$ cat src/source/mips_pkg.sv
package mips_pkg;

    ////////////////////////////////////////////////////////////
    // Data path widths
    ////////////////////////////////////////////////////////////

    localparam int NB_PC  = 32;                   // Width of data, PC and ALU values
    localparam int NB_REG = 5;                    // Width of a register index

    typedef logic [NB_PC-1:0]  word_t;            // One 32-bit word
    typedef logic [NB_REG-1:0] reg_idx_t;         // Register file index, 31 is the link

    ////////////////////////////////////////////////////////////
    // ALU operations
    ////////////////////////////////////////////////////////////

    // Shift amounts come from the low five bits of operand b
    typedef enum logic [3:0] {
        alu_add = 4'd0,
        alu_sub = 4'd1,
        alu_and = 4'd2,
        alu_or  = 4'd3,
        alu_xor = 4'd4,
        alu_nor = 4'd5,
        alu_slt = 4'd6,                           // Signed compare
        alu_sll = 4'd7,
        alu_srl = 4'd8
    } alu_op_t;

endpackage

$ cat src/source/execute_unit.sv
`timescale 1ns/100ps

module execute_unit (
    input  mips_pkg::alu_op_t alu_op,
    input  mips_pkg::word_t   operand_a,
    input  mips_pkg::word_t   operand_b,
    input  mips_pkg::word_t   imm,
    input  mips_pkg::word_t   pc,
    output mips_pkg::word_t   alu_result,
    output mips_pkg::word_t   branch_addr,
    output logic              zero
);

    import mips_pkg::*;

    logic [4:0] shamt;
    logic       lt_signed;
    word_t      pc_plus_4;
    word_t      imm_words;

    assign shamt     = operand_b[4:0];
    assign lt_signed = $signed(operand_a) < $signed(operand_b);

    ////////////////////////////////////////////////////////////
    // ALU
    ////////////////////////////////////////////////////////////

    always_comb begin
        case (alu_op)
            alu_add: begin
                alu_result = operand_a + operand_b;
            end
            alu_sub: begin
                alu_result = operand_a - operand_b;
            end
            alu_and: begin
                alu_result = operand_a & operand_b;
            end
            alu_or: begin
                alu_result = operand_a | operand_b;
            end
            alu_xor: begin
                alu_result = operand_a ^ operand_b;
            end
            alu_nor: begin
                alu_result = ~(operand_a | operand_b);
            end
            alu_slt: begin
                alu_result = {{(NB_PC-1){1'b0}}, lt_signed};
            end
            alu_sll: begin
                alu_result = operand_a << shamt;
            end
            alu_srl: begin
                alu_result = operand_a >> shamt;    // Logical, fills with zeros
            end
            default: begin
                alu_result = '0;
            end
        endcase
    end

    assign zero = (alu_result == '0);           // Used by the MEM stage branch decision

    ////////////////////////////////////////////////////////////
    // Branch target
    ////////////////////////////////////////////////////////////

    // The immediate is a word offset relative to the next instruction
    assign pc_plus_4   = pc + word_t'(4);
    assign imm_words   = imm << 2;
    assign branch_addr = pc_plus_4 + imm_words;

endmodule

$ cat config.mk
export PLATFORM = sky130hd
export DESIGN_NAME = execute_unit
export DESIGN_NICKNAME = d
export VERILOG_FILES = /design/src/source/mips_pkg.sv /design/src/source/execute_unit.sv
export SDC_FILE = /design/constraint.sdc
export NUM_CORES = 1
export LEC_CHECK = 0
export BUFFER_PORTS_ARGS = -buffer_cell sky130_fd_sc_hd__buf_2
export CORE_ASPECT_RATIO = 1.25
export CORE_MARGIN = 2
export CORE_UTILIZATION = 45
export DETAILED_ROUTE_END_ITERATION = 8
export PLACE_DENSITY_LB_ADDON = 0.15
export SLEW_MARGIN = 5
export SYNTH_ARGS = -nofsm -noshare
export SYNTH_HDL_FRONTEND = slang
export SYNTH_SLANG_ARGS = --single-unit
export TNS_END_PERCENT = 50
$ cat constraint.sdc
create_clock -name vclk -period 5.5
set_input_delay 0.55 -clock vclk [all_inputs]
set_output_delay 0.55 -clock vclk [all_outputs]
set_load 0.02 [all_outputs]
[Word-level counts from Yosys, hierarchy flattened]
Cells that the tools add are included.
W data, S select, Z words.
Word-level totals
  register bits: 0
  bits in latches: 0
  RAM bits: 0
  memory bits (read-only): 0
  output and inout bits: 65
  word-level logic and storage cells: 22
  memories kept: 0
Cells by class
  add/sub/neg operators: 4
  multiply operators: 0
  divide/modulo/power cells: 0
  magnitude comparators: 1
  equality and inequality tests: 8
  shift-type cells: 2
  mux-type cells: 1
  bitwise operators: 4
  reductions and logical operators: 2
Operators with widths (count)
  $pmux W32 S9: 1
  $add A32 B32 Y32: 2
  $add A32 B3 Y32 const B: 1
  $and A32 B32 Y32: 1
  $logic_not A32 Y1: 1
  $lt A32 B32 Y1: 1
  $not A32 Y32: 1
  $or A32 B32 Y32: 1
  $shl A32 B5 Y32: 1
  $shr A32 B5 Y32: 1
  $sub A32 B32 Y32: 1
  $xor A32 B32 Y32: 1
  $eq A4 B3 Y1 const B: 4
  $eq A4 B2 Y1 const B: 2
  $eq A4 B1 Y1 const B: 1
  $eq A4 B4 Y1 const B: 1
  $logic_not A4 Y1: 1

[Depth between registers and ports, before layout]
Gate-level depths: netlist of the first run.
  depth after elaboration: 4
  depth in mapped cells: 18
  gate-level depth less buffers: 16

[Worst setup path before layout of the first run]
Ideal clock, no wire load.
  kind: in2out
  start point: in operand_b[2]
  end point: out zero
  data arrival time: 4.787 ns
  required time: 4.950 ns
  setup slack: 0.163 ns
  stages on the path: 17
  cells stage by stage: buf_6 > buf_6 > buf_6 > buf_6 > inv_1 > clkbuf_1 > ha_1 > o311ai_1 > a211oi_1 > a211o_1 > a221oi_2 > o21bai_1 > a211o_1 > o2bb2ai_1 > or3_1 > or4_1 > nor4_2
Between the ends
  elaborated cells on any way between the ends: 11
RTL lines
  start, declared: RTL line execute_unit.sv:6  | input mips_pkg::word_t operand_b,
  $sub A32 B32 Y32 (tied with other cells): RTL line execute_unit.sv:34  | alu_result = operand_a - operand_b;
  $pmux W32 S9 (*): RTL line execute_unit.sv:29  | case (alu_op)
  net alu_result[25]: RTL line execute_unit.sv:9  | output mips_pkg::word_t alu_result,
  $logic_not A32 Y1 (*): RTL line execute_unit.sv:63  | assign zero = (alu_result == '0);
  end, declared: RTL line execute_unit.sv:11  | output logic zero
Mark *: on every way through the listed nets, which the timed path passes. The rest lies on a longest branch.

[Final worst setup path of the first run]
  start point: in operand_b[0]
  end point: out zero
Between the ends
  cells in the longest elaborated chain, start to end: 4
  elaborated cells on any way between the ends: 11
Ends and longest elaborated chain (RTL line)
  branches (longest 2 deep; another with $sub A32 B32 Y32)
  $pmux W32 S9 (*): execute_unit.sv:29
  $logic_not A32 Y1 (*): execute_unit.sv:63
Mark *: on every way between the ends.

==> out/metrics.cfg, run 1 <==
[outcome]
status = finished, final reports clean

[synthesis]
seq_area_frac_synth_pct = 0
yosysTopAreaCell = ha_1
synth_top_area_share_pct = 16.9
netlist_area_mm2 = 0.0114
synthMuxAreaShare_pct = 15.6
synthCells = 1611
yosysUniqueCellTypes = 92
yosys.area_share.simple_pct = 21.5
syn_area_per_cell_um2 = 7.08
synth_area_leaders = ha_1 (17%), mux4_2 (6.5%), mux2i_1 (6.5%), a21oi_1 (5.6%), nand2_1 (4.5%)
synth_top_family_by_area = compound AO/OA/AOI/OAI gates
yosys.area_share.adder_pct = 17.4
synth_compound_area_share_pct = 33.2
synth-xor-area-share_pct = 3.38
synth_warnings = 0
synth_fp_nets = 1900

[global_routing]
grt_usage_pct = 40.7
grtUsageMet3_pct = 4.40
overflow = 0
grt.met2_usage_pct = 69.3
grt_pass1_wl_mm = 84.5
grt_util_met1_pct = 47.2
antenna_found_initial = 0
grt.busiest_layer = met2
grt_pass1_vias = 14000
grt_max_degree = 53

[floorplanning]
dieArea_mm2 = 0.0266
die_h_um = 182
core_area_mm2 = 0.0250
pin_count = 197
start_util_pct = 45.5
num_rows = 65
die_w_um = 146

[final_layout]
multiInputGateArea_mm2 = 0.0105
nClkBuffers = 0
drive_above_1_share_pct = 23.9
fin_util_pct = 54.0
areaGrowthSynthToFinish_pct = 18.6
seq_area_um2 = 0
seq_cells = 0
filler_cell_count = 2578
nNetsFinal = 2134

[sta]
post-route-min-period_ns = 5.33
hold-worst-slack_ns = 1.10
period_share_pct = 96.8
max_freq_mhz = 188
finalHoldViolCount = 0
slew_violations = 0
worst_pin_slew_ns = 1.14
setup-tns-final_ns = 0
slew_headroom_pct = 22.7
rsz0062_at_grt = false
setup_viol = 0

[clock_tree]
hold_buffers = 0

[route]
drtIter0Drc = 1526
detail_route.wl_per_cell_um = 26.0
antenna_left = 0
first_pass_iters = 6
wl_mm = 56.7
drt-vias-per-instance = 6.67
via_count = 14500
drc = 0

[critical_path]
critical_path.max_fanout = 4
critPathKind = primary input to primary output
crit_arrival_ns = 4.78
startpoint_type = primary input
crit_start = operand_b[0]
critPathCaptureType = primary output
required_ns = 4.95

[placement]
place_congestion = 1.05
dpl.hpwl_mm = 46.3
port_buffers = 191

[hold_path]
min_path_type = primary input to primary output
worstHoldPathCells = 0
min_from = pc[0]

[flow_run]
cap_violations = 0

## stage by stage
stage | instance area [µm²] | setup WS (ns) | cells
floorplan | 11400 | 0.163 | 1611
global placement | 13400 | 0.0742 | 2175
detailed placement | 13400 | 0.0169 | 2175
CTS | 13400 | 0.00557 | 2175
global route | 13500 | 0.00651 | 2178
finish | 13500 | 0.175 | 2179
## placed cells by master, fill, tap and decap left out, drive strengths merged, types with 33 or more instances in the layout
cell	netlist	layout
inv	116	116
a21oi	127	127
a211oi	37	37
nand2	138	138
nor3	45	45
o21ai	100	100
ha	154	154
nor2	121	121
mux4	33	33
mux2i	74	74
xnor2	33	33
buf	49	343
## final timing paths
| check | endpoint | slack [ns] |
|---|---|---|
| hold / removal | branch_addr[0] | 1.10 |
| setup / recovery | zero | 0.17 |
## cells in the mapped netlist (13+ instances only)
master	instances
nand4_1	15
nand3_1	28
a22oi_1	22
nor4_1	24
a211oi_1	34
mux2_2	19
o31ai_1	17
a221oi_1	24
nor2b_1	28
nor2_1	121
ha_1	154
o22ai_1	27
o211ai_1	23
xnor2_1	33
buf_2	24
a31oi_1	16
mux2i_1	74
o221ai_1	13
nand2_1	138
nor3_1	44
a21oi_1	127
a21o_1	26
o21ai_0	89
inv_1	115
clkbuf_1	63
nand2b_1	24
mux4_2	33
## logic make-up after synthesis
| kind of cell | Yosys count |
|---|---|
| AOI/OAI and AO/OA | 552 |
| xor gates and xnor gates | 44 |
| adders and majority gates | 157 |
| buffers and inverters | 230 |
| muxes | 132 |
| and+or+nand+nor | 496 |
## layer usage
metal,vias up,share of wire [%]
li1,6587,-
met1,6769,36
met2,935,46
met3,247,8.1
met4,0,9.2
met5,-,0
## worst max-delay path: stages
cell and delay [ns]:
buf_2 0.16, ha_1 0.22, fa_1 0.41, nor2_1 0.22
o311ai_2 0.17, buf_4 0.17, buf_4 0.14, a21oi_1 0.26
a211oi_1 0.15, buf_4 0.17, or4_1 0.50, nand4_1 0.12
o21ai_1 0.12, nor4_1 0.24, nand4_1 0.20, or4_1 0.60
nor4_2 0.16, buf_2 0.20
## layout make-up
type / instances / area share [%]
multi-input combinational: 1381 / 77.4
antenna: 1 / 0.0185
tap: 335 / 3.10
timing repair buffer: 345 / 16.3
inverter: 117 / 3.25
## what timing repair did
action                                  in CTS  in global routing
setup buffers                                0                  1
gates resized for setup                      0                 11
endpoints found under the setup margin       0                  1
==> inputs of run 2 (changes only) <==
Settings changed: ABC_AREA from default to 1, GPL_TIMING_DRIVEN from default to 0.
==> run 2 against run 1 <==
Against the previous run:
- non-clock buffer count down 59
- via count is 20% higher
- global-route usage is 1.4 points higher
- routed wire length rose by 12%
- hold slack improved by 0.22 ns
==> out/metrics.cfg, run 2 <==
[floorplanning]
pin_count = 197  ; unchanged
start_util_pct = 46.0  ; was 45.5%
dieArea_mm2 = 0.0289  ; was 0.0266 mm²
num_rows = 67  ; was 65
core_area_mm2 = 0.0270  ; was 0.0250 mm²
die_w_um = 153  ; was 146 µm
die_h_um = 190  ; was 182 µm

[power]
power_leakage_nw = 8.18
p_sw_w = 0.00114
seqPwrFrac_pct = 0
pwr-share-clk_pct = 0
p_per_area_mw_per_mm2 = 119
combPwrFrac_pct = 100.0
intPower_w = 0.000500
ir_drop_mv = 0.0629
switching_share_pct = 69.4

[placement]
dp_slack_ns = 0.716  ; was 0.0169 ns
port_buffers = 193  ; was 191
place_congestion = 1.09  ; was 1.05
dpl.hpwl_mm = 54.1  ; was 46.3 mm

[critical_path]
cp_slowest_cell = buf_2  ; was or4_1
critPathCaptureType = primary output  ; unchanged
crit_family = simple AND/OR/NAND/NOR gates  ; unchanged
critical-path-max-stage-delay_ns = 0.44  ; was 0.60 ns
critPathKind = primary input to primary output  ; unchanged
timing.critical_path.buf_inv = 7  ; was 5
critical_path.max_fanout = 11  ; was 4
worstPathCellList = buf_2 > buf_2 > inv_2 > buf_2 > buf_2 > ha_1 > buf_4 > nor2_2 > nand3_1 > nand3_2 > nand2_1 > nand2_1 > o21ai_0 > nor2_1 > nand2_1 > nor2_1 > nand2_1 > nor3_2 > nand2_1 > nor2_1 > buf_2  ; was buf_2 > ha_1 > fa_1 > nor2_1 > o311ai_2 > buf_4 > buf_4 > a21oi_1 > a211oi_1 > buf_4 > or4_1 > nand4_1 > o21ai_1 > nor4_1 > nand4_1 > or4_1 > nor4_2 > buf_2
required_ns = 4.95  ; about the same
crit_arrival_ns = 4.37  ; was 4.78 ns
startpoint_type = primary input  ; unchanged

[sta]
finalHoldViolCount = 0  ; unchanged
setup_viol = 0  ; unchanged
fin_ws_ns = 0.582  ; was 0.175 ns
post-route-min-period_ns = 4.92  ; was 5.33 ns
slew_violations = 0  ; unchanged
max_freq_mhz = 203  ; was 188 MHz
setup-tns-final_ns = 0  ; unchanged
rsz0062_at_grt = false  ; unchanged
slew_headroom_pct = 41.1  ; was 22.7%
worst_pin_slew_ns = 0.883  ; was 1.14 ns
period_share_pct = 89.4  ; was 96.8%

[final_layout]
seq_cells = 0  ; unchanged
areaGrowthSynthToFinish_pct = 11.3  ; was 18.6%
nNetsFinal = 2871  ; was 2134
filler_cell_count = 3084  ; was 2578
final_common_cell = nand2_1  ; was buf_2
seq_area_um2 = 0  ; unchanged
final_cell_mix = nand2_1 (683), nand3_1 (478), inv_1 (335), buf_2 (235), nor2_1 (200)  ; was buf_2 (189), ha_1 (153), buf_4 (150), nand2_1 (138), a21oi_1 (127)
fin_util_pct = 51.1  ; was 54.0%
nClkBuffers = 0  ; unchanged
drive_above_1_share_pct = 14.8  ; was 23.9%

[synthesis]
syn_area_per_cell_um2 = 5.20  ; was 7.08 µm²
synth_warnings = 0  ; unchanged
seq_area_frac_synth_pct = 0  ; unchanged
synth_top_area_share_pct = 20.7  ; was 16.9%
synthCells = 2387  ; was 1611
yosysUniqueCellTypes = 48  ; was 92
synth_most_common_cell = nand2_1  ; was ha_1
yosys-top-cells-count = nand2_1 (683), nand3_1 (478), inv_1 (335), nor2_1 (200), ha_1 (154)  ; was ha_1 (154), nand2_1 (138), a21oi_1 (127), nor2_1 (121), inv_1 (115)
synth_area_leaders = nand2_1 (21%), nand3_1 (19%), ha_1 (16%), inv_1 (10%), nor2_1 (6.1%)  ; was ha_1 (17%), mux4_2 (6.5%), mux2i_1 (6.5%), a21oi_1 (5.6%), nand2_1 (4.5%)
synth_fp_nets = 2676  ; was 1900
yosysTopAreaCell = nand2_1  ; was ha_1
netlist_area_mm2 = 0.0124  ; was 0.0114 mm²

[route]
antenna_left = 0  ; unchanged
drt-vias-per-instance = 5.96  ; was 6.67
drc = 0  ; unchanged
wl_mm = 63.7  ; was 56.7 mm
drtIter0Drc = 1795  ; was 1526
detail_route.wl_per_cell_um = 21.8  ; was 26.0 µm
first_pass_iters = 8  ; was 6
via_count = 17400  ; was 14.5k

[clock_tree]
cts_setup_buffers = 0  ; unchanged
cts_resized = 0  ; unchanged
hold_buffers = 0  ; unchanged

[hold_path]
min_path_type = primary input to primary output  ; unchanged

[global_routing]
overflow = 0  ; unchanged
grt_max_degree = 12  ; was 53
grt_usage_pct = 42.1  ; was 40.7%
antenna_found_initial = 1  ; was 0
grt_pass1_vias = 16400  ; was 14.0k
grt_pass1_wl_mm = 93.8  ; was 84.5 mm

[flow_run]
cap_violations = 0  ; unchanged

[outcome]
status = finished, final reports clean  ; unchanged

[run 2: changes by cell type in the layout (fill, tap and decap cells not counted), moves of 26 or more]
cell,delta
a211oi_1,-30
mux2i_1,-74
nand2_1,+545
o21ai_0,-37
buf_2,+46
buf_4,-126
a21oi_1,-34
mux4_2,-33
inv_1,+220
nor2b_1,-26
nand3_1,+450
nor2_1,+79
[run 2: kinds of logic (layout without fill, tap and decap cells)]
logic type / Yosys count / in the layout / synth area share, %
AND/OR/NAND/NOR: 1542 / 1542 / 56.6
XOR/XNOR: 30 / 30 / 2.12
other: 0 / 1 / 0
adder cells (fa/ha/maj): 157 / 157 / 16.0
AO/OA/AOI/OAI: 213 / 213 / 9.70
buffers and inverters: 445 / 638 / 15.5
[run 2: routing by layer]
| metal | GRT usage, % | part of all wire, % | routed length [µm] |
|---|---|---|---|
| met5 | 0 | 0 | 0 |
| met3 | 5.10 | 9.1 | 5760 |
| met2 | 73.1 | 46 | 29500 |
| met1 | 47.9 | 36 | 22800 |
| met4 | 30.0 | 8.8 | 5600 |
[run 2: cell type report]
class / count / area [µm²] / area share (%)
well taps: 345 / 432 / 3.13
repair buffers: 193 / 966 / 7.00
plain buffers: 93 / 596 / 4.31
multi-input cells: 1942 / 10500 / 75.9
inverters: 352 / 1330 / 9.64
diodes: 1 / 2.50 / 0.0181
[run 2: per-stage QoR]
stage | instances | hold slack (ns) | area [µm²] | total power, W
floorplan | 2387 | 1.21 | 12400 | 0.00105
global placement | 2925 | 1.32 | 13800 | 0.00156
detailed placement | 2925 | 1.32 | 13800 | 0.00158
CTS | 2925 | 1.32 | 13800 | 0.00159
global route | 2925 | 1.32 | 13800 | 0.00176
finish | 2926 | 1.32 | 13800 | 0.00164
[run 2: power groups by stage]
stage	Clock (W)	Sequential, W	Combinational (W)
floorplan	0	0	0.00105
global placement	0	0	0.00156
detailed placement	0	0	0.00158
CTS	0	0	0.00159
global route	0	0	0.00176
finish	0.00000000000945	0	0.00164
[run 2: worst paths after layout]
path | start | end | slack (ns) | depth (start not counted)
min | pc[1] | branch_addr[1] | 1.32 | 2
max | operand_b[3] | zero | 0.58 | 21
(Power assumes the default switching activity.)
