$ cat src/source/mips_pkg.sv
package mips_pkg;

    ////////////////////////////////////////////////////////////
    // Data path widths
    ////////////////////////////////////////////////////////////

    localparam int NB_PC  = 32;                   // Width of data, PC and ALU values
    localparam int NB_REG = 5;                    // Width of a register index

    typedef logic [NB_PC-1:0]  word_t;            // One 32-bit word
    typedef logic [NB_REG-1:0] reg_idx_t;         // Register file index, 31 is the link

    ////////////////////////////////////////////////////////////
    // ALU operations
    ////////////////////////////////////////////////////////////

    // Shift amounts come from the low five bits of operand b
    typedef enum logic [3:0] {
        alu_add = 4'd0,
        alu_sub = 4'd1,
        alu_and = 4'd2,
        alu_or  = 4'd3,
        alu_xor = 4'd4,
        alu_nor = 4'd5,
        alu_slt = 4'd6,                           // Signed compare
        alu_sll = 4'd7,
        alu_srl = 4'd8
    } alu_op_t;

endpackage

$ cat src/source/mem_wb_reg.sv
`timescale 1ns/100ps

module mem_wb_reg (
    input  logic               i_clock,
    input  logic               rst_n,
    input  logic               mem_valid,
    input  logic               mem_reg_write,
    input  logic               mem_mem_to_reg,
    input  logic               mem_r31_ctrl,
    input  logic               mem_hlt,
    input  mips_pkg::reg_idx_t mem_selected_reg,
    input  mips_pkg::word_t    mem_alu_result,
    input  mips_pkg::word_t    load_data,
    input  mips_pkg::word_t    mem_pc,
    output logic               wb_write,
    output mips_pkg::reg_idx_t wb_reg,
    output mips_pkg::word_t    wb_data,
    output logic               halted
);

    import mips_pkg::*;

    localparam reg_idx_t link_reg = reg_idx_t'(31);

    reg_idx_t next_reg;
    word_t    next_data;

    // Link instructions write the return address past the delay slot
    always_comb begin
        if (mem_r31_ctrl) begin
            next_reg  = link_reg;
            next_data = mem_pc + word_t'(8);
        end else begin
            next_reg  = mem_selected_reg;
            next_data = mem_mem_to_reg ? load_data : mem_alu_result;
        end
    end

    always_ff @(posedge i_clock or negedge rst_n) begin
        if (!rst_n) begin
            wb_write <= 1'b0;
            halted   <= 1'b0;
        end else begin
            wb_write <= mem_valid & mem_reg_write;      // One pulse per instruction
            halted   <= halted | (mem_valid & mem_hlt); // Sticky until reset
        end
    end

    always_ff @(posedge i_clock) begin
        wb_reg  <= next_reg;
        wb_data <= next_data;
    end

endmodule

$ cat config.mk
export PLATFORM = sky130hd
export DESIGN_NAME = mem_wb_reg
export DESIGN_NICKNAME = d
export VERILOG_FILES = /design/src/source/mips_pkg.sv /design/src/source/mem_wb_reg.sv
export SDC_FILE = /design/constraint.sdc
export NUM_CORES = 1
export LEC_CHECK = 0
export ABC_AREA = 0
export BUFFER_PORTS_ARGS = -buffer_cell sky130_fd_sc_hd__buf_2
export CORE_ASPECT_RATIO = 2
export CORE_UTILIZATION = 37
export CTS_CLUSTER_DIAMETER = 50
export CTS_CLUSTER_SIZE = 25
export DETAILED_ROUTE_END_ITERATION = 7
export PLACE_DENSITY = 0.73
export SLEW_MARGIN = 20
export SYNTH_ARGS = -nofsm -noshare
export SYNTH_HDL_FRONTEND = slang
export SYNTH_SLANG_ARGS = --single-unit
$ cat constraint.sdc
create_clock -name i_clock -period 0.8 [get_ports i_clock]
set_input_delay 0.04 -clock i_clock [delete_from_list [all_inputs] [get_ports i_clock]]
set_output_delay 0.04 -clock i_clock [all_outputs]
set_load 0.01 [all_outputs]
---- Yosys cells after proc, flatten, opt, wreduce, memory -nomap -nowiden ----
Cells that the tools add are included.
storage, ports and cells
  output and inout port bits .............. 39
  flip-flop bits (word level) ............. 39
  bits of input ports ..................... 108
  logic and storage cells ................. 10
cells by class
  add/subtract/negate cells ............... 1
  bitwise logic cells ..................... 3
  muxes and demuxes ....................... 2
operators with widths
  cell                                                              number
  32-bit 2-to-1 mux                                                 2
  32-bit by 4-bit adder with 32-bit output (second input constant)  1
  1-bit AND                                                         2
  1-bit bitwise OR                                                  1

---- Logic depth before layout (Yosys ltp) ----
Gate-level depths: netlist of the first run.
  depth in word-level cells ............... 2
  mapped depth ............................ 5

---- Worst setup path before layout of the first run ----
Ideal clock, no wire load.
  path type ............................... input to register
  start point ............................. input port mem_pc[19]
  end point ............................... register wb_data[28]
  data arrival time ....................... 1.419 ns
  setup slack ............................. -0.693 ns
  library setup time ...................... 0.074 ns
  stages .................................. 5
  buffers on the path ..................... 1
  cells stage by stage .................... nand4_1 > or4_1 > buf_2 > or4_1 > a31oi_1
between the ends
  cells in the longest elaborated chain, start to end .. 2
ends and longest elaborated chain
  item                                      RTL line          text
  start, declared                           mem_wb_reg.sv:14  input mips_pkg::word_t mem_pc,
  32-bit by 4-bit adder with 32-bit output  mem_wb_reg.sv:32  next_data = mem_pc + word_t'(8);
  32-bit 2-to-1 mux                         mem_wb_reg.sv:30  if (mem_r31_ctrl) begin
  via next_data[28]                         mem_wb_reg.sv:26  word_t next_data;
  end signal, assigned                      mem_wb_reg.sv:51  wb_data <= next_data;
  end, declared                             mem_wb_reg.sv:17  output mips_pkg::word_t wb_data,
The timed path passes the listed nets, and every way through them passes these cells.
A chain may end at the register's enable or synchronous reset.

---- Worst setup path after layout of the first run ----
  start point ............................. input port mem_pc[16]
  end point ............................... register wb_data[27]
The elaborated chain is that of the path after synthesis.

==> results_dict.tcl, run 1 <==
set metrics [dict create \
    status "finished with violations" \
    violations "setup timing" \
    seq_power_share 0.434 \
    via_per_inst 5.23 \
    clk_pin_slew_ps 80 \
    crit_arrival_ps 1670 \
    gr-total-overflow 0 \
    grt_pass1_wl_mm 10.8 \
    cts_max_level 2 \
    cts_sinks 39 \
    hpwl_mm 5.26 \
    ys.warnings.count 0 \
    syn_area_sq_um 2070 \
    drc_errors 0 \
    synthTopCellsByCount "dfxtp_1, a211oi_1, nor2b_1" \
    cp-start-kind "primary input" \
    wl_per_cell_um 14.4 \
    initial_core_util 0.382 \
    postSynthCellCount 242 \
    p_leak_uw 0.00175 \
    finalClockSkew_ps 0 \
    num_rows 38 \
    grt_max_degree 30 \
    synth_nets 351 \
    core-area_sq_um 5420 \
    syn2layout_area_growth_pct 87.2 \
    dieArea_sq_um 5920 \
    layout_setup_ws_ps -650 \
    drive_above_1_share 0.538 \
    crit_path_end_kind "register" \
    final_max_slew_viol_count 0 \
    worstHoldPathType "primary input to register" \
    postPlaceCellArea_sq_um 3310 \
    final_area_sq_um 3880 \
    power_uw 4960 \
    antenna_found_initial 0 \
    synth-seq-cells 39 \
    syn_area_per_cell_sq_um 8.56 \
    synth_top_area_share 0.357 \
    antenna_cells 0 \
    routed_wl_mm 7.40 \
    irDropWorstVdd_uv 1390 \
    io_pins 147 \
    min_period_ps 1450 \
    maxSlewHeadroom 0.728 \
    ys_types 31 \
    fmax_mhz 690 \
    clockPowerShare 0.276 \
    vias 2680 \
    rsz0062_at_grt "yes" \
    first_global_vias 2594 \
    switching_share 0.272 \
    ant_nets 0 \
    synth-edff-count 0 \
    synth.most_common_cell "dfxtp_1" \
    gp_congestion 0.876 \
    yosys.area.top_type "dfxtp_1" \
    drt_first_iter_violations 58 \
    crit_path_max_fanout 7 \
    tritoncts "done" \
    firstDrtPassIters 4 \
    synth_flop_cell "dfxtp_1" \
    setup_viol 20 \
    tightest_slew_ps 406 \
    cts_made_buffers 5 \
    ys_seq_area_frac 0.382 \
    finalCritPeriodShare 1.81 \
    p_int_uw 3610 \
    critPathKind "primary input to register" \
    die_height_um 108 \
    track_usage 0.246 \
    clock_path_buffers 2 \
    combPwrFrac 0.290 \
    crit_required_ps 1020 \
    synth.area.top_cells "dfxtp_1, a211oi_1, nor2b_1, or4_1, xnor2_1" \
    hold_viol_final 0 \
    portBuffers 146 \
    largest_reg_flops 32 \
    final_nets 560 \
    p_switching_uw 1350 \
    clk_latency_ps 290 \
    clockRootBuffer "clkbuf_8" \
    maxCapViolCount 0 \
    p_per_area_nw_per_um2 1280 \
    die_w_um 54.9 \
    synth-async-reset-ratio 0.0513 \
]
[logic make-up after synthesis]
kind of cell             count (synthesis)  synth area share
flip-flops                              39             0.382
XOR/XNOR                                15            0.0634
AO/OA/AOI/OAI                           70             0.219
multiplexers                             7            0.0338
adder cells (fa/ha/maj)                  1           0.00604
buffers and inverters                   22            0.0411
AND/OR/NAND/NOR                         88             0.255
[placed cells by master, fill, tap and decap left out, types with 2 or more instances in the layout]
cell,netlist,layout
inv_1,5,5
a21oi_1,13,12
nor2b_1,25,25
or4_1,12,8
or4_4,0,5
buf_8,0,2
and3_1,4,3
xor2_1,6,6
buf_12,0,4
buf_2,2,123
buf_4,0,48
buf_6,0,28
nor2_1,3,3
xnor2_1,9,7
o31ai_4,0,2
dfxtp_1,37,33
or3_1,4,2
o21ai_0,10,10
or3_4,0,2
dfxtp_2,0,4
dlygate4sd3_1,0,13
o31ai_1,9,6
or2_2,6,6
nand2_1,13,13
mux2i_1,7,7
clkbuf_8,0,6
nand4_1,9,9
a31oi_1,12,11
dfrtp_1,2,2
a211oi_1,25,25
nand3_1,6,5
[final timing paths]
kind | endpoint | depth (start not counted) | slack, ps | from
setup / recovery | wb_data[27] | 5 | -650 | mem_pc[16]
hold / removal | wb_data[18] | 3 | 10 | load_data[18]
setup reg to reg | halted | 1 | 160 | halted
hold reg to reg | halted | 1 | 470 | halted
max in group asynchronous | wb_write | 2 | 650 | rst_n
min in group asynchronous | halted | 2 | 60 | rst_n
[final cells by class]
cell class / instances / area [sq um]
Multi-Input combinational cell: 182 / 1370
Tap cell: 60 / 75.1
Inverter: 5 / 18.8
Clock inverter: 1 / 5.00
Timing Repair Buffer: 218 / 1530
Clock buffer: 7 / 86.3
Fill cell: 422 / 1540
Sequential cell: 39 / 796
[critical path, stage by stage]
cell     delay, ps
buf_6           70
nand4_1        230
or4_4          630
or4_4          520
a31oi_4        160
[power groups by stage]
stage | sequential (uW) | combinational (uW) | clock [uW]
finish | 2160 | 1440 | 1370
detailed placement | 2190 | 1220 | 0
floorplan | 2280 | 394 | 0
global route | 2170 | 1560 | 1480
CTS | 2140 | 1350 | 1390
global placement | 2190 | 1190 | 0
[routing by layer]
metal	vias to the layer above	GRT usage	part of all wire
met5	-	0	0
met4	0	0.116	0.042
met3	28	0.0452	0.052
met2	116	0.478	0.56
met1	1213	0.218	0.35
li1	1323	-	-
[stage by stage]
stage	cells	worst slack (ps)	util	setup TNS [ps]	hold slack, ps
after floorplan	242	-655	-	-8090	-256
after global placement	484	-929	0.611	-14610	-175
after detailed placement	484	-956	0.611	-14960	-175
after CTS	512	-566	0.692	-7490	3.12
after global routing	512	-687	0.716	-8680	23.7
final	512	-650	0.716	-7760	10.8
[repair_timing]
| action | in CTS | in global routing |
|---|---|---|
| setup buffers | 33 | 4 |
| gates cloned | 1 | 0 |
| pin swaps | 30 | 13 |
| endpoints found under the setup margin | 22 | 29 |
| hold buffers | 13 | 0 |
| hold endpoints to repair | 13 | 0 |
| gates resized for setup | 37 | 26 |
No activity file was read; power rests on OpenSTA's default activity.
==> inputs of run 2 (changes only) <==
==> constraint.sdc (replaced) <==
create_clock -name i_clock -period 0.8 [get_ports i_clock]
set_input_delay 0.08 -clock i_clock [delete_from_list [all_inputs] [get_ports i_clock]]
set_output_delay 0.08 -clock i_clock [all_outputs]
set_load 0.01 [all_outputs]
==> run 2 against run 1 <==
- the flow finishes with violations (hold timing, setup timing)
- first-iteration DRC count decreased by 8.6%
- utilization grew 0.32 points
- fmax up 0.48%
- clock skew unchanged
- sequential cell count unchanged
- largest cell class unchanged
- final cell count is the same
- non-clock buffer count up 1
- die area is the same
- count of clock-buffer cells in the layout unchanged
==> results_dict.tcl, run 2 (synthesis results as in run 1) <==
set metrics [dict create \
    io_pins 147 \
    finalCritPeriodShare 1.80 \
    tritoncts "done" \
    drt_first_iter_violations 53 \
    finalClockSkew_ps 0 \
    clk_pin_slew_ps 80 \
    hold_viol_final 2 \
    drc_errors 0 \
    clock_path_buffers 2 \
    grt_max_degree 32 \
    initial_core_util 0.382 \
    core-area_sq_um 5420 \
    violations "hold timing, setup timing" \
    crit_arrival_ps 1650 \
    p_per_area_nw_per_um2 1260 \
    die_w_um 54.9 \
    irDropWorstVdd_uv 1420 \
    via_per_inst 5.21 \
    firstDrtPassIters 4 \
    clk_latency_ps 290 \
    layout_common_cells "buf_2, buf_4, buf_6" \
    crit_path_end_kind "register" \
    layout_setup_ws_ps -643 \
    ant_nets 0 \
    r2r_setup_slack_ps 160 \
    seq_power_share 0.441 \
    final_area_sq_um 3900 \
    first_global_vias 2573 \
    grt_pass1_wl_mm 10.8 \
    p_leak_uw 0.00178 \
    track_usage 0.248 \
    gr-total-overflow 0 \
    hold_buffers 10 \
    p_switching_uw 1370 \
    final_common_cell "buf_2" \
    whs_ps -36.2 \
    worstHoldPathType "primary input to register" \
    final_nets 560 \
    wl_per_cell_um 14.6 \
    pre_cts_slack_ps -1030 \
    status "finished with violations" \
    clockRootBuffer "clkbuf_8" \
    routed_wl_mm 7.49 \
    cp-start-kind "primary input" \
    cts_sinks 39 \
    fmax_mhz 693 \
    min_period_ps 1440 \
    maxCapViolCount 0 \
    postPlaceCellArea_sq_um 3350 \
    fin_util 0.719 \
    antenna_found_initial 0 \
    final_max_slew_viol_count 0 \
    combPwrFrac 0.294 \
    setup_viol 47 \
    dieArea_sq_um 5920 \
    antenna_cells 0 \
    die_height_um 108 \
    critPathKind "primary input to register" \
    drive_above_1_share 0.558 \
    crit_path_max_fanout 7 \
    cts_max_level 2 \
    clockPowerShare 0.265 \
    portBuffers 146 \
    p_int_uw 3550 \
    crit_required_ps 1010 \
    vias 2666 \
    switching_share 0.278 \
    hpwl_mm 5.54 \
    gp_congestion 0.792 \
    largest_reg_flops 32 \
    rsz0062_at_grt "yes" \
    maxSlewHeadroom 0.753 \
    tightest_slew_ps 368 \
    cts_made_buffers 5 \
    num_rows 38 \
    syn2layout_area_growth_pct 88.0 \
]
-- run 2: cell types whose count changed in the layout (fill, tap and decap cells not counted), moves of 3 or more --
cell,change
dfxtp_2,+9
buf_6,+7
buf_4,+3
buf_2,-7
dfxtp_1,-9
dlygate4sd3_1,-4
-- run 2: layout make-up --
type,count,area (sq um)
clock buffers,7,76.3
clock inverters,1,5.00
fillers,418,1520
inverters,5,18.8
multi-input cells,181,1330
flip-flops and latches,39,807
well taps,60,75.1
repair buffers,219,1590
-- run 2: worst paths after layout --
kind,endpoint,depth (start not counted),start
max,wb_data[24],5,mem_pc[15]
min,wb_reg[3],2,mem_selected_reg[3]
max reg2reg,halted,1,halted
min reg2reg,halted,1,halted
max in group asynchronous,halted,2,rst_n
min in group asynchronous,wb_write,2,rst_n
-- run 2: layer usage --
metal | vias to the layer above | wire length, um | track usage
met5 | - | 0 | 0
met4 | 0 | 255 | 0.107
met3 | 21 | 328 | 0.0311
met2 | 104 | 4380 | 0.489
met1 | 1221 | 2520 | 0.227
li1 | 1320 | - | -
-- run 2: through the flow --
step / hold WS, ps / instances / total power, uW / TNS [ps]
detailed placement: -133 / 488 / 3430 / -16790
floorplan: -216 / 242 / 2690 / -8790
global route: -38.1 / 512 / 5140 / -9980
CTS: -27.9 / 510 / 4830 / -8780
global placement: -136 / 488 / 3400 / -15940
finish: -36.2 / 512 / 4920 / -8220
-- run 2: critical path: stages --
cell and delay, ps:
buf_6 80, nand4_1 220, or4_4 630, or4_1 450
a31oi_1 200
-- run 2: what timing repair did --
| item | 4_1_cts | 5_1_grt |
|---|---|---|
| endpoints found under the hold margin | 12 | 2 |
| gates cloned | 0 | 0 |
| buffers inserted | 4 | 2 |
| pin swaps | 28 | 12 |
| resized for setup | 38 | 34 |
| endpoints found under the setup margin | 52 | 60 |
-- run 2: power groups by stage --
| stage | combinational [uW] | sequential (uW) | clock (uW) |
|---|---|---|---|
| 2_1_floorplan | 409 | 2280 | 0 |
| 3_3_place_gp | 1210 | 2190 | 0 |
| 3_5_place_dp | 1240 | 2190 | 0 |
| 4_1_cts | 1360 | 2160 | 1310 |
| 5_1_grt | 1570 | 2190 | 1390 |
| 6_report | 1450 | 2170 | 1300 |
==> inputs of run 3 (changes only) <==
--- a/config.mk
+++ b/config.mk
@@ -10,2 +10,3 @@
 export CORE_ASPECT_RATIO = 2
+export CORE_MARGIN = 1
 export CORE_UTILIZATION = 37
==> constraint.sdc (replaced) <==
create_clock -name i_clock -period 0.8 [get_ports i_clock]
set_input_delay 0.12 -clock i_clock [delete_from_list [all_inputs] [get_ports i_clock]]
set_output_delay 0.12 -clock i_clock [all_outputs]
set_load 0.01 [all_outputs]
==> run 3 against run 2 <==
- the run ends with setup timing left
- via count is 1.9% higher
- die area stayed put
- final cell count stayed put
- first-iteration DRC count is 32% higher
- register-to-register slack hardly changed
- critical path depth is 1 higher
- sequential share of layout area is 0.66 points lower
- clock power is 31% higher
- utilization is 2.6 points higher
- critical endpoint is now wb_data[28]
==> results_dict.tcl, run 3 (synthesis results as in run 1) <==
set metrics [dict create \
    status "finished with violations" \
    violations "setup timing" \
    first_global_vias 2735 \
    vias 2716 \
    nFillCells 401 \
    layout_setup_ws_ps -686 \
    wl_met2_mm 4.73 \
    min_period_ps 1490 \
    routed.top_layer "met4" \
    dieArea_sq_um 5920 \
    crit_required_ps 1010 \
    final_common_cell "buf_2" \
    pre_cts_slack_ps -1070 \
    core-area_sq_um 5420 \
    clk_pin_slew_ps 80 \
    worstHoldPathType "primary input to register" \
    finalClockSkew_ps 0 \
    drt_first_iter_violations 70 \
    final_max_slew_viol_count 0 \
    cts_max_level 2 \
    fmax_mhz 673 \
    drive_above_1_share 0.613 \
    rsz0062_at_grt "yes" \
    maxCapViolCount 0 \
    gr-total-overflow 0 \
    gp_congestion 0.885 \
    syn2layout_area_growth_pct 94.8 \
    clockRootBuffer "clkbuf_8" \
    initial_core_util 0.382 \
    critPathKind "primary input to register" \
    clk_latency_ps 280 \
    antenna_found_initial 0 \
    hpwl_mm 5.62 \
    clock_path_buffers 2 \
    drc_errors 0 \
    track_usage 0.259 \
    cp-start-kind "primary input" \
    cts_made_buffers 5 \
    antenna_cells 0 \
    portBuffers 146 \
    p_per_area_nw_per_um2 1340 \
    firstDrtPassIters 4 \
    die_w_um 54.9 \
    p_leak_uw 0.00183 \
    wl_met3_um 362 \
    largest_reg_flops 32 \
    wl_per_cell_um 15.3 \
    tritoncts "done" \
    fin_util 0.745 \
    hold_viol_final 0 \
    ant_nets 0 \
    final_nets 560 \
    grt_pass1_wl_mm 11.3 \
    grt_max_degree 30 \
    irDropWorstVdd_uv 1510 \
    num_rows 38 \
    finalCritPeriodShare 1.86 \
    crit_path_max_fanout 7 \
    routed_wl_mm 7.84 \
    crit_path_end_kind "register" \
    wl_met1_mm 2.47 \
    tightest_slew_ps 318 \
    layout_common_cells "buf_2, buf_4, buf_6" \
    io_pins 147 \
    crit_arrival_ps 1700 \
    setup_viol 57 \
    die_height_um 108 \
    whs_ps 0.861 \
    via_per_inst 5.30 \
    cts_sinks 39 \
    maxSlewHeadroom 0.787 \
]
[run 3: cell types whose count changed in the layout (fill, tap and decap cells not counted), moves of 2 or more]
cell	previous run	this run
and3_1	3	1
nand3_1	5	3
and3_4	1	3
dfxtp_2	13	15
dfxtp_1	24	22
a211oi_1	25	19
clkbuf_1	2	0
a211oi_2	0	6
dlygate4sd3_1	9	1
buf_2	116	114
buf_6	35	45
[run 3: metal layers]
layer,global-route usage,vias to the layer above
met2,0.506,105
met3,0.0395,22
met4,0.125,0
met1,0.229,1268
li1,-,1321
met5,0,-
[run 3: final cells by class]
| type | instances | area [sq um] | area share |
|---|---|---|---|
| timing repair buffer | 219 | 1600 | 0.397 |
| multi-input combinational | 181 | 1410 | 0.350 |
| sequential | 39 | 810 | 0.201 |
| clock buffer | 6 | 82.6 | 0.0205 |
| tap | 60 | 75.1 | 0.0186 |
| clock inverter | 2 | 35.0 | 0.00868 |
| inverter | 5 | 18.8 | 0.00465 |
[run 3: path summary, 6_finish.rpt]
check / depth (start not counted) / to / from / slack [ps]
setup / recovery: 6 / wb_data[28] / mem_pc[19] / -690
hold / removal: 2 / wb_data[3] / mem_pc[3] / 0.9
setup reg to reg: 1 / halted / halted / 150
hold reg to reg: 1 / halted / halted / 490
max in group asynchronous: 2 / wb_write / rst_n / 550
min in group asynchronous: 2 / halted / rst_n / 160
[run 3: repair_timing]
| item | in CTS | in global routing |
|---|---|---|
| hold buffers | 1 | 0 |
| gates resized for setup | 42 | 52 |
| buffers inserted | 7 | 2 |
| endpoints found under the setup margin | 59 | 62 |
| hold endpoints to repair | 2 | 0 |
| pin swaps | 35 | 8 |
[run 3: report_power, final]
part	internal (uW)	switching (uW)
Sequential	2120	54.5
Combinational	869	662
Clock	1010	688
[run 3: metrics by stage]
step / power, uW / area, sq um / std cells / setup TNS, ps
2_1_floorplan: 2720 / 2230 / 242 / -9540
3_3_place_gp: 3450 / 3440 / 496 / -17340
3_5_place_dp: 3480 / 3440 / 496 / -17900
4_1_cts: 5250 / 3800 / 510 / -10540
5_1_grt: 5640 / 4040 / 512 / -12170
6_report: 5400 / 4040 / 512 / -10380
[run 3: critical path, cell delays in order]
cell and delay, ps:
buf_2 90, nand4_1 200, or4_4 580, buf_6 160, or4_4 400, a31oi_1 150
